$ cat config.mk
export PLATFORM = sky130hd
export DESIGN_NAME = renameUnit
export DESIGN_NICKNAME = d
export VERILOG_FILES = /design/src/common/cpuPkg.sv /design/src/common/renamePkg.sv /design/src/rename/rawCheck.sv /design/src/rename/registerAliasTable.sv /design/src/rename/freeList.sv /design/src/rename/renameStage.sv /design/src/hdl/renameUnit.sv
export SDC_FILE = /design/constraint.sdc
export NUM_CORES = 2
export LEC_CHECK = 0
export BUFFER_PORTS_ARGS = -buffer_cell sky130_fd_sc_hd__buf_2
export CORE_MARGIN = 2
export CORE_UTILIZATION = 36
export CTS_BUF_LIST = sky130_fd_sc_hd__clkbuf_16
export CTS_CLUSTER_DIAMETER = 40
export DETAILED_ROUTE_END_ITERATION = 6
export GPL_TIMING_DRIVEN = 0
export HOLD_SLACK_MARGIN = 0.02
export REMOVE_ABC_BUFFERS = 1
export SLEW_MARGIN = 20
export SYNTH_ARGS = -nofsm -noshare
export SYNTH_HDL_FRONTEND = slang
export SYNTH_SLANG_ARGS = --single-unit
$ cat constraint.sdc
create_clock -name clk -period 4.8 [get_ports clk]
set_clock_uncertainty 0.2 [all_clocks]
set_input_delay 0.96 -clock clk [delete_from_list [all_inputs] [get_ports clk]]
set_output_delay 0.96 -clock clk [all_outputs]
set_load 0.03 [all_outputs]
$ cat src/common/cpuPkg.sv
package cpuPkg;

	// **************************************************
	// Register file sizes
	// **************************************************
	parameter int archRegs = 32;
	parameter int physRegs = 64;

	localparam int aregW = $clog2(archRegs);
	localparam int pregW = $clog2(physRegs);

	// **************************************************
	// Common address and field types
	// **************************************************
	typedef logic [aregW-1:0] aregT; // Architectural register number
	typedef logic [pregW-1:0] pregT; // Physical register number

	typedef logic [31:0] addrT;

	// Opcode as it leaves decode
	typedef logic [5:0] opT;

endpackage

$ cat src/common/renamePkg.sv
package renamePkg;

	// Registers beyond the architectural set start out free
	parameter int freeDepth = cpuPkg::physRegs - cpuPkg::archRegs;

	localparam int operandW = 16;

	// **************************************************
	// Operand field, read as a register or an immediate
	// **************************************************
	typedef struct packed {
		cpuPkg::aregT src2;
		logic [operandW-cpuPkg::aregW-1:0] pad;
	} regFormT;

	typedef union packed {
		regFormT regForm;
		logic [operandW-1:0] immForm;
	} operandU;

	// **************************************************
	// Instruction bundles
	// **************************************************
	typedef struct packed {
		logic valid;
		cpuPkg::addrT pc;
		cpuPkg::opT op;
		logic useImm; // Operand holds an immediate
		logic regWrite;
		cpuPkg::aregT dst;
		cpuPkg::aregT src1;
		operandU operand;
	} decodedInstrT;

	typedef struct packed {
		logic valid;
		cpuPkg::pregT id;
	} physSrcT;

	typedef struct packed {
		logic valid;
		cpuPkg::addrT pc;
		cpuPkg::opT op;
		logic useImm;
		logic regWrite;
		cpuPkg::aregT dst;
		cpuPkg::pregT pdst;
		cpuPkg::pregT prevPdst; // Freed by the reorder buffer at commit
		physSrcT psrc1;
		physSrcT psrc2;
		operandU operand;
	} renamedInstrT;

	// Register handed back by commit
	typedef struct packed {
		logic valid;
		cpuPkg::pregT id;
	} releaseT;

endpackage

$ cat src/rename/rawCheck.sv
`timescale 1ns/1ps

module rawCheck #(
	parameter int fetchWidth = 2
) (
	input cpuPkg::pregT [fetchWidth-1:0] ratSrc1,
	input cpuPkg::pregT [fetchWidth-1:0] ratSrc2,
	input cpuPkg::pregT [fetchWidth-1:0] ratPrev,
	input cpuPkg::pregT [fetchWidth-1:0] pdst,
	input cpuPkg::aregT [fetchWidth-1:0] src1,
	input cpuPkg::aregT [fetchWidth-1:0] src2,
	input cpuPkg::aregT [fetchWidth-1:0] dst,
	input logic [fetchWidth-1:0] writes,
	output cpuPkg::pregT [fetchWidth-1:0] psrc1,
	output cpuPkg::pregT [fetchWidth-1:0] psrc2,
	output cpuPkg::pregT [fetchWidth-1:0] prevPdst
);

	// Lower slots are scanned upward, so the nearest writer is the last match
	always_comb begin
		psrc1 = ratSrc1;
		psrc2 = ratSrc2;
		prevPdst = ratPrev;
		for (int i = 1; i < fetchWidth; i++) begin
			for (int j = 0; j < i; j++) begin
				if (writes[j]) begin
					if (dst[j] == src1[i]) begin
						psrc1[i] = pdst[j];
					end
					if (dst[j] == src2[i]) begin
						psrc2[i] = pdst[j];
					end
					// A rewrite inside the group frees the earlier slot's register
					if (dst[j] == dst[i]) begin
						prevPdst[i] = pdst[j];
					end
				end
			end
		end
	end

endmodule

$ cat src/rename/registerAliasTable.sv
`timescale 1ns/1ps

module registerAliasTable #(
	parameter int fetchWidth = 2
) (
	input logic clk,
	input logic rstN,
	input cpuPkg::aregT [fetchWidth-1:0] rdSrc1,
	input cpuPkg::aregT [fetchWidth-1:0] rdSrc2,
	input cpuPkg::aregT [fetchWidth-1:0] rdDst,
	input logic [fetchWidth-1:0] wrEn,
	input cpuPkg::aregT [fetchWidth-1:0] wrAreg,
	input cpuPkg::pregT [fetchWidth-1:0] wrPreg,
	output cpuPkg::pregT [fetchWidth-1:0] mapSrc1,
	output cpuPkg::pregT [fetchWidth-1:0] mapSrc2,
	output cpuPkg::pregT [fetchWidth-1:0] mapDst
);

	// Speculative map, one physical register per architectural one
	cpuPkg::pregT mapQ [cpuPkg::archRegs];

	// **************************************************
	// Group write port
	// **************************************************
	always_ff @(posedge clk or negedge rstN) begin
		if (!rstN) begin
			for (int r = 0; r < cpuPkg::archRegs; r++) begin
				mapQ[r] <= cpuPkg::pregT'(r); // Identity map
			end
		end else begin
			// Later assignments override earlier ones, so the highest slot wins
			for (int i = 0; i < fetchWidth; i++) begin
				if (wrEn[i]) begin
					mapQ[wrAreg[i]] <= wrPreg[i];
				end
			end
		end
	end

	// **************************************************
	// Group read ports
	// **************************************************
	for (genvar i = 0; i < fetchWidth; i++) begin : gRead
		assign mapSrc1[i] = mapQ[rdSrc1[i]];
		assign mapSrc2[i] = mapQ[rdSrc2[i]];
		assign mapDst[i] = mapQ[rdDst[i]]; // Mapping the destination held before
	end

endmodule

$ cat src/rename/freeList.sv
`timescale 1ns/1ps

module freeList #(
	parameter int fetchWidth = 2,
	localparam int allocW = $clog2(fetchWidth + 1),
	localparam int countW = $clog2(renamePkg::freeDepth + 1)
) (
	input logic clk,
	input logic rstN,
	input logic [allocW-1:0] allocCount,
	input renamePkg::releaseT [fetchWidth-1:0] releases,
	output cpuPkg::pregT [fetchWidth-1:0] freeIds,
	output logic [countW-1:0] freeCount
);

	localparam int ptrW = $clog2(renamePkg::freeDepth);

	cpuPkg::pregT queueQ [renamePkg::freeDepth];
	logic [ptrW-1:0] headQ; // Oldest free register
	logic [ptrW-1:0] tailQ; // Next slot to fill
	logic [countW-1:0] countQ;

	logic [ptrW-1:0] pushPos [fetchWidth];
	logic [allocW-1:0] pushCount;
	logic [countW-1:0] countNext;

	function automatic logic [ptrW-1:0] wrapAdd(input logic [ptrW-1:0] base, input int offset);
		int sum;
		sum = int'(base) + offset;
		if (sum >= renamePkg::freeDepth) begin
			sum = sum - renamePkg::freeDepth;
		end
		return ptrW'(sum);
	endfunction

	// **************************************************
	// Pop side
	// **************************************************
	always_comb begin
		for (int i = 0; i < fetchWidth; i++) begin
			freeIds[i] = queueQ[wrapAdd(headQ, i)];
		end
	end

	assign freeCount = countQ;

	// Valid releases are packed together in slot order
	always_comb begin
		int n;
		n = 0;
		for (int i = 0; i < fetchWidth; i++) begin
			pushPos[i] = wrapAdd(tailQ, n);
			if (releases[i].valid) begin
				n = n + 1;
			end
		end
		pushCount = allocW'(n);
	end

	assign countNext = countQ - countW'(allocCount) + countW'(pushCount);

	// **************************************************
	// Queue state
	// **************************************************
	always_ff @(posedge clk or negedge rstN) begin
		if (!rstN) begin
			for (int i = 0; i < renamePkg::freeDepth; i++) begin
				queueQ[i] <= cpuPkg::pregT'(cpuPkg::archRegs + i);
			end
			headQ <= '0;
			tailQ <= '0; // Queue starts full so tail sits on head
			countQ <= countW'(renamePkg::freeDepth);
		end else begin
			for (int i = 0; i < fetchWidth; i++) begin
				if (releases[i].valid) begin
					queueQ[pushPos[i]] <= releases[i].id;
				end
			end
			headQ <= wrapAdd(headQ, int'(allocCount));
			tailQ <= wrapAdd(tailQ, int'(pushCount));
			countQ <= countNext;
		end
	end

endmodule

$ cat src/rename/renameStage.sv
`timescale 1ns/1ps

module renameStage #(
	parameter int fetchWidth = 2,
	localparam int allocW = $clog2(fetchWidth + 1),
	localparam int countW = $clog2(renamePkg::freeDepth + 1)
) (
	input logic clk,
	input logic rstN,
	input renamePkg::decodedInstrT [fetchWidth-1:0] decodeGroup,
	input cpuPkg::pregT [fetchWidth-1:0] mapSrc1,
	input cpuPkg::pregT [fetchWidth-1:0] mapSrc2,
	input cpuPkg::pregT [fetchWidth-1:0] mapDst,
	input cpuPkg::pregT [fetchWidth-1:0] freeIds,
	input logic [countW-1:0] freeCount,
	output cpuPkg::aregT [fetchWidth-1:0] rdSrc1,
	output cpuPkg::aregT [fetchWidth-1:0] rdSrc2,
	output cpuPkg::aregT [fetchWidth-1:0] rdDst,
	output logic [fetchWidth-1:0] wrEn,
	output cpuPkg::aregT [fetchWidth-1:0] wrAreg,
	output cpuPkg::pregT [fetchWidth-1:0] wrPreg,
	output logic [allocW-1:0] allocCount,
	output logic stall,
	output renamePkg::renamedInstrT [fetchWidth-1:0] renamedGroup
);

	cpuPkg::aregT [fetchWidth-1:0] src1, src2, dst;
	logic [fetchWidth-1:0] writes;
	cpuPkg::pregT [fetchWidth-1:0] pdst, psrc1, psrc2, prevPdst;
	logic [allocW-1:0] needCount;
	logic accept;
	renamePkg::renamedInstrT [fetchWidth-1:0] nextGroup;
	renamePkg::renamedInstrT [fetchWidth-1:0] payloadQ;
	logic [fetchWidth-1:0] validQ;

	for (genvar i = 0; i < fetchWidth; i++) begin : gFields
		assign src1[i] = decodeGroup[i].src1;
		assign src2[i] = decodeGroup[i].operand.regForm.src2; // Garbage when useImm is set
		assign dst[i] = decodeGroup[i].dst;
		assign writes[i] = decodeGroup[i].valid & decodeGroup[i].regWrite;
	end

	assign rdSrc1 = src1;
	assign rdSrc2 = src2;
	assign rdDst = dst;

	// **************************************************
	// Allocation and stall
	// **************************************************
	always_comb begin
		int n;
		n = 0;
		for (int i = 0; i < fetchWidth; i++) begin
			pdst[i] = '0;
			if (writes[i]) begin
				pdst[i] = freeIds[n]; // n-th writer takes the n-th free register
				n = n + 1;
			end
		end
		needCount = allocW'(n);
	end

	assign stall = countW'(needCount) > freeCount;
	assign accept = !stall;
	assign allocCount = accept ? needCount : '0;

	assign wrEn = writes & {fetchWidth{accept}};
	assign wrAreg = dst;
	assign wrPreg = pdst;

	rawCheck #(.fetchWidth(fetchWidth)) uRawCheck (
		.ratSrc1(mapSrc1),
		.ratSrc2(mapSrc2),
		.ratPrev(mapDst),
		.pdst,
		.src1,
		.src2,
		.dst,
		.writes,
		.psrc1,
		.psrc2,
		.prevPdst
	);

	// **************************************************
	// Renamed group and output register
	// **************************************************
	always_comb begin
		for (int i = 0; i < fetchWidth; i++) begin
			nextGroup[i].valid = decodeGroup[i].valid & accept; // Bubble on stall
			nextGroup[i].pc = decodeGroup[i].pc;
			nextGroup[i].op = decodeGroup[i].op;
			nextGroup[i].useImm = decodeGroup[i].useImm;
			nextGroup[i].regWrite = decodeGroup[i].regWrite;
			nextGroup[i].dst = decodeGroup[i].dst;
			nextGroup[i].pdst = pdst[i];
			nextGroup[i].prevPdst = writes[i] ? prevPdst[i] : '0;
			nextGroup[i].psrc1.valid = decodeGroup[i].valid;
			nextGroup[i].psrc1.id = psrc1[i];
			nextGroup[i].psrc2.valid = decodeGroup[i].valid & !decodeGroup[i].useImm;
			nextGroup[i].psrc2.id = decodeGroup[i].useImm ? '0 : psrc2[i];
			nextGroup[i].operand = decodeGroup[i].operand;
		end
	end

	always_ff @(posedge clk or negedge rstN) begin
		if (!rstN) begin
			validQ <= '0;
		end else begin
			for (int i = 0; i < fetchWidth; i++) begin
				validQ[i] <= nextGroup[i].valid;
			end
		end
	end

	always_ff @(posedge clk) begin
		payloadQ <= nextGroup;
	end

	always_comb begin
		renamedGroup = payloadQ;
		for (int i = 0; i < fetchWidth; i++) begin
			renamedGroup[i].valid = validQ[i];
		end
	end

endmodule

$ cat src/hdl/renameUnit.sv
`timescale 1ns/1ps

module renameUnit #(
	parameter int fetchWidth = 2
) (
	input logic clk,
	input logic rstN,
	input renamePkg::decodedInstrT [fetchWidth-1:0] decodeGroup,
	input renamePkg::releaseT [fetchWidth-1:0] releases,
	output renamePkg::renamedInstrT [fetchWidth-1:0] renamedGroup,
	output logic stall
);

	localparam int allocW = $clog2(fetchWidth + 1);
	localparam int countW = $clog2(renamePkg::freeDepth + 1);

	cpuPkg::aregT [fetchWidth-1:0] rdSrc1, rdSrc2, rdDst, wrAreg;
	cpuPkg::pregT [fetchWidth-1:0] mapSrc1, mapSrc2, mapDst, wrPreg;
	cpuPkg::pregT [fetchWidth-1:0] freeIds;
	logic [fetchWidth-1:0] wrEn;
	logic [allocW-1:0] allocCount;
	logic [countW-1:0] freeCount;

	// **************************************************
	// Stage, map table and free list
	// **************************************************
	renameStage #(.fetchWidth(fetchWidth)) uStage (
		.clk, .rstN, .decodeGroup,
		.mapSrc1, .mapSrc2, .mapDst,
		.freeIds, .freeCount,
		.rdSrc1, .rdSrc2, .rdDst,
		.wrEn, .wrAreg, .wrPreg,
		.allocCount, .stall, .renamedGroup
	);

	registerAliasTable #(.fetchWidth(fetchWidth)) uRat (
		.clk, .rstN,
		.rdSrc1, .rdSrc2, .rdDst,
		.wrEn, .wrAreg, .wrPreg,
		.mapSrc1, .mapSrc2, .mapDst
	);

	// Releases from commit go straight into the queue
	freeList #(.fetchWidth(fetchWidth)) uFreeList (
		.clk, .rstN, .allocCount, .releases,
		.freeIds, .freeCount
	);

endmodule

==> impl_metrics.toml <==
[run_status]
status = "finished clean"

[clocking]
cts.sinks = 576
root_buffer = "clkbuf_16"
cts_hold_buf = 0
clockBufferDepth = 3
cts.clk_slew.worst_paths_ns = 0.06
clk_latency_ns = 0.71
cts_buffers = 97
cts_tree = "done"
cts_max_level = 3

[grt]
met2_usage_pct = 39.93
grtUsageMet3_pct = 8.625
globalRouteOverflowTotal = 0
use_met1_pct = 35.15
grt_pass1_vias = 28170
grt_max_degree = 94
grt_pass1_wl_mm = 201.8
top_usage_layer = "met2"
grt_use_total_pct = 26.62
antenna_found_initial = 6

[timing]
period_needed_ns = 4.722
final_max_slew_viol_count = 0
hold_viol_final = 0
final.period_utilization_pct = 98.38
rsz0062_at_grt = "false"
tns_ns = 0
setup_viol = 0
tightest_slew_ns = 1.147
maxSlewHeadroom_pct = 23.52
max_freq_mhz = 211.8

[synthesis]
synthTopCellsByArea = "mux4_2 (26%), dfrtp_1 (14%), dfstp_2 (14%), dfxtp_1 (9.7%), mux2_2 (6.4%)"
avgSynthCellArea_um2 = 12.57
yosysMostFrequentCell = "mux4_2"
synth.top_cell.area_share_pct = 26.21
ys_seq_area_share_pct = 38.20
synth_edf_count = 0
ys_top_cells_by_count = "mux4_2 (420), nor2_1 (284), dfrtp_1 (209)"
ys_seq_elements = 576
synthesis.area_um2 = 36090
post_synth_inst_count = 2870
synthArstFlopShare_pct = 69.79
ys_warn_count = 0
ys.flop_type = "dfrtp_1"
yosysTopAreaCell = "mux4_2"
yosys.cell_types.count = 66

[drt]
drt-total-wl_mm = 138.6
first_iter_violations = 4853
wl_per_cell_um = 31.02
num_vias = 29520
vias_per_cell = 6.610
firstDrtPassIters = 7
drc = 0
ant_nets = 0

[cells_and_area]
stdcell_area_um2 = 42990
syn2layout_area_growth_pct = 19.12
nets = 3253
drive_above_1_share_pct = 45.00

[job]
drv_cap = 0

[setup_path]
endpoint_kind = "register"
crit_required_ns = 5.17
worstSetupPathType = "in2reg"
worst-path-max-fanout = 20
crit_arrival_ns = 5.09
start_kind = "input port"

[placement]
portBuffers = 326
gp_congestion = 1.016
placed_area_um2 = 39560
dp_hpwl_mm = 97.18

[worst_hold_path]
hold_class = "in2async"

[floorplan]
ios = 327
die_h_um = 320.6
rows = 116
die_w_um = 320.6
initial_core_util_pct = 36.19
dieArea_um2 = 102800
core_um2 = 99710

[power_and_ir_drop]
p_per_area_nw_per_um2 = 700.1
vdd_drop_max_v = 0.0005193
p_leak_nw = 16.86
## sequential cells by signal, summed over array words and instances (netlist names)
| register | cells |
|---|---|
| uFreeList.freeCount | 6 |
| uStage.validQ | 2 |
| uFreeList.headQ | 5 |
| uRat.mapQ | 192 |
| uFreeList.tailQ | 5 |
| uFreeList.queueQ | 192 |
| uStage.renamedGroup | 174 |
## critical path, cell delays in order
cell and delay, ns:
buf_2 0.18, nand2_2 0.38, nor2_2 0.47, ha_1 0.41, and4b_1 0.36, a21o_1 0.55
nor3_1 1.02, a21oi_1 0.37, a221o_1 0.38
## path summary, 6_finish.rpt
path                                                startpoint                               end  slack [ns]  depth (start not counted)
worst max-delay path                           decodeGroup[66]           uRat.mapQ[51]$_DFF_PN0_        0.08                          9
worst min-delay path                                      rstN        uStage.validQ[0]$_DFF_PN0_       0.006                          1
worst max register to register    uFreeList.headQ[3]$_DFF_PN0_  uStage.renamedGroup[128]$_DFF_P_        0.33                          6
worst min register to register  uFreeList.queueQ[60]$_DFF_PN1_    uFreeList.queueQ[60]$_DFF_PN1_        0.36                          2
max in group asynchronous                                 rstN            uRat.mapQ[8]$_DFF_PN1_        2.54                          4
min in group clk                              decodeGroup[110]  uStage.renamedGroup[152]$_DFF_P_        0.14                          1
## metal layers
| metal | vias up | wire length [um] |
|---|---|---|
| met5 | - | 55 |
| met4 | 10 | 7119 |
| met3 | 376 | 17690 |
| met2 | 2228 | 61040 |
| met1 | 14970 | 52650 |
| li1 | 11940 | - |
## metrics by stage
stage	hold slack (ns)	power [W]	setup WS [ns]	std cells	util, %
after global routing	0.05322	0.03116	0.06340	4465	43.11
after detailed placement	0.3548	0.02257	-0.9848	4281	39.68
final	0.006495	0.03010	0.07775	4466	43.12
after floorplan	0.3080	0.01689	-3.060	2606	-
after CTS	0.03610	0.02981	0.2443	4465	43.09
after global placement	0.3476	0.02138	-7.617	4230	38.23
## where the power goes
part	total, W	internal [W]	leakage (nW)	switching (W)
registers	0.00949	0.00707	6.14	0.00242
logic	0.0135	0.00661	9.06	0.00689
clock network	0.00711	0.00416	1.66	0.00296
## cell usage in the layout, fill, tap and decap left out, types with 13 or more instances in the layout
cell type    n
nor2_1     281
buf_4       14
inv_1       34
mux4_2     420
buf_2      314
ha_1        16
and3_1      28
dfxtp_1    174
clkinv_4    14
xor2_1      14
a22oi_1     65
inv_6       17
o21ai_0     93
o22a_1      13
nand3_1     28
dfstp_2    193
nor3_1      21
a21oi_1     86
a221o_1    174
mux2i_1    143
clkbuf_16   99
a31oi_1     29
buf_16      33
nor2b_1     17
dfrtp_1    207
xnor2_1     13
mux2_2     205
nand2_1    123
## repair_timing
| action | 4_1_cts | 5_1_grt |
|---|---|---|
| endpoints found under the setup margin | 120 | 7 |
| resized for setup | 2 | 3 |
| buffers inserted | 0 | 0 |
## logic make-up after synthesis
family	synth area share, %
AOI/OAI and AO/OA	12.68
xor gates and xnor gates	0.6553
adders and majority gates	0.8113
buffers and inverters	3.710
DFF	38.20
muxes	36.57
and+or+nand+nor	7.374
## cell type report
class / count / area [um^2]
sequential: 576 / 13790
timing repair buffer: 377 / 2829
fill: 9092 / 56720
inverter: 31 / 116.4
clock inverter: 85 / 920.9
multi-input combinational: 1999 / 21230
antenna: 1 / 2.502
tap: 1298 / 1624
clock buffer: 99 / 2477
Power figures use the tool's default switching activity.
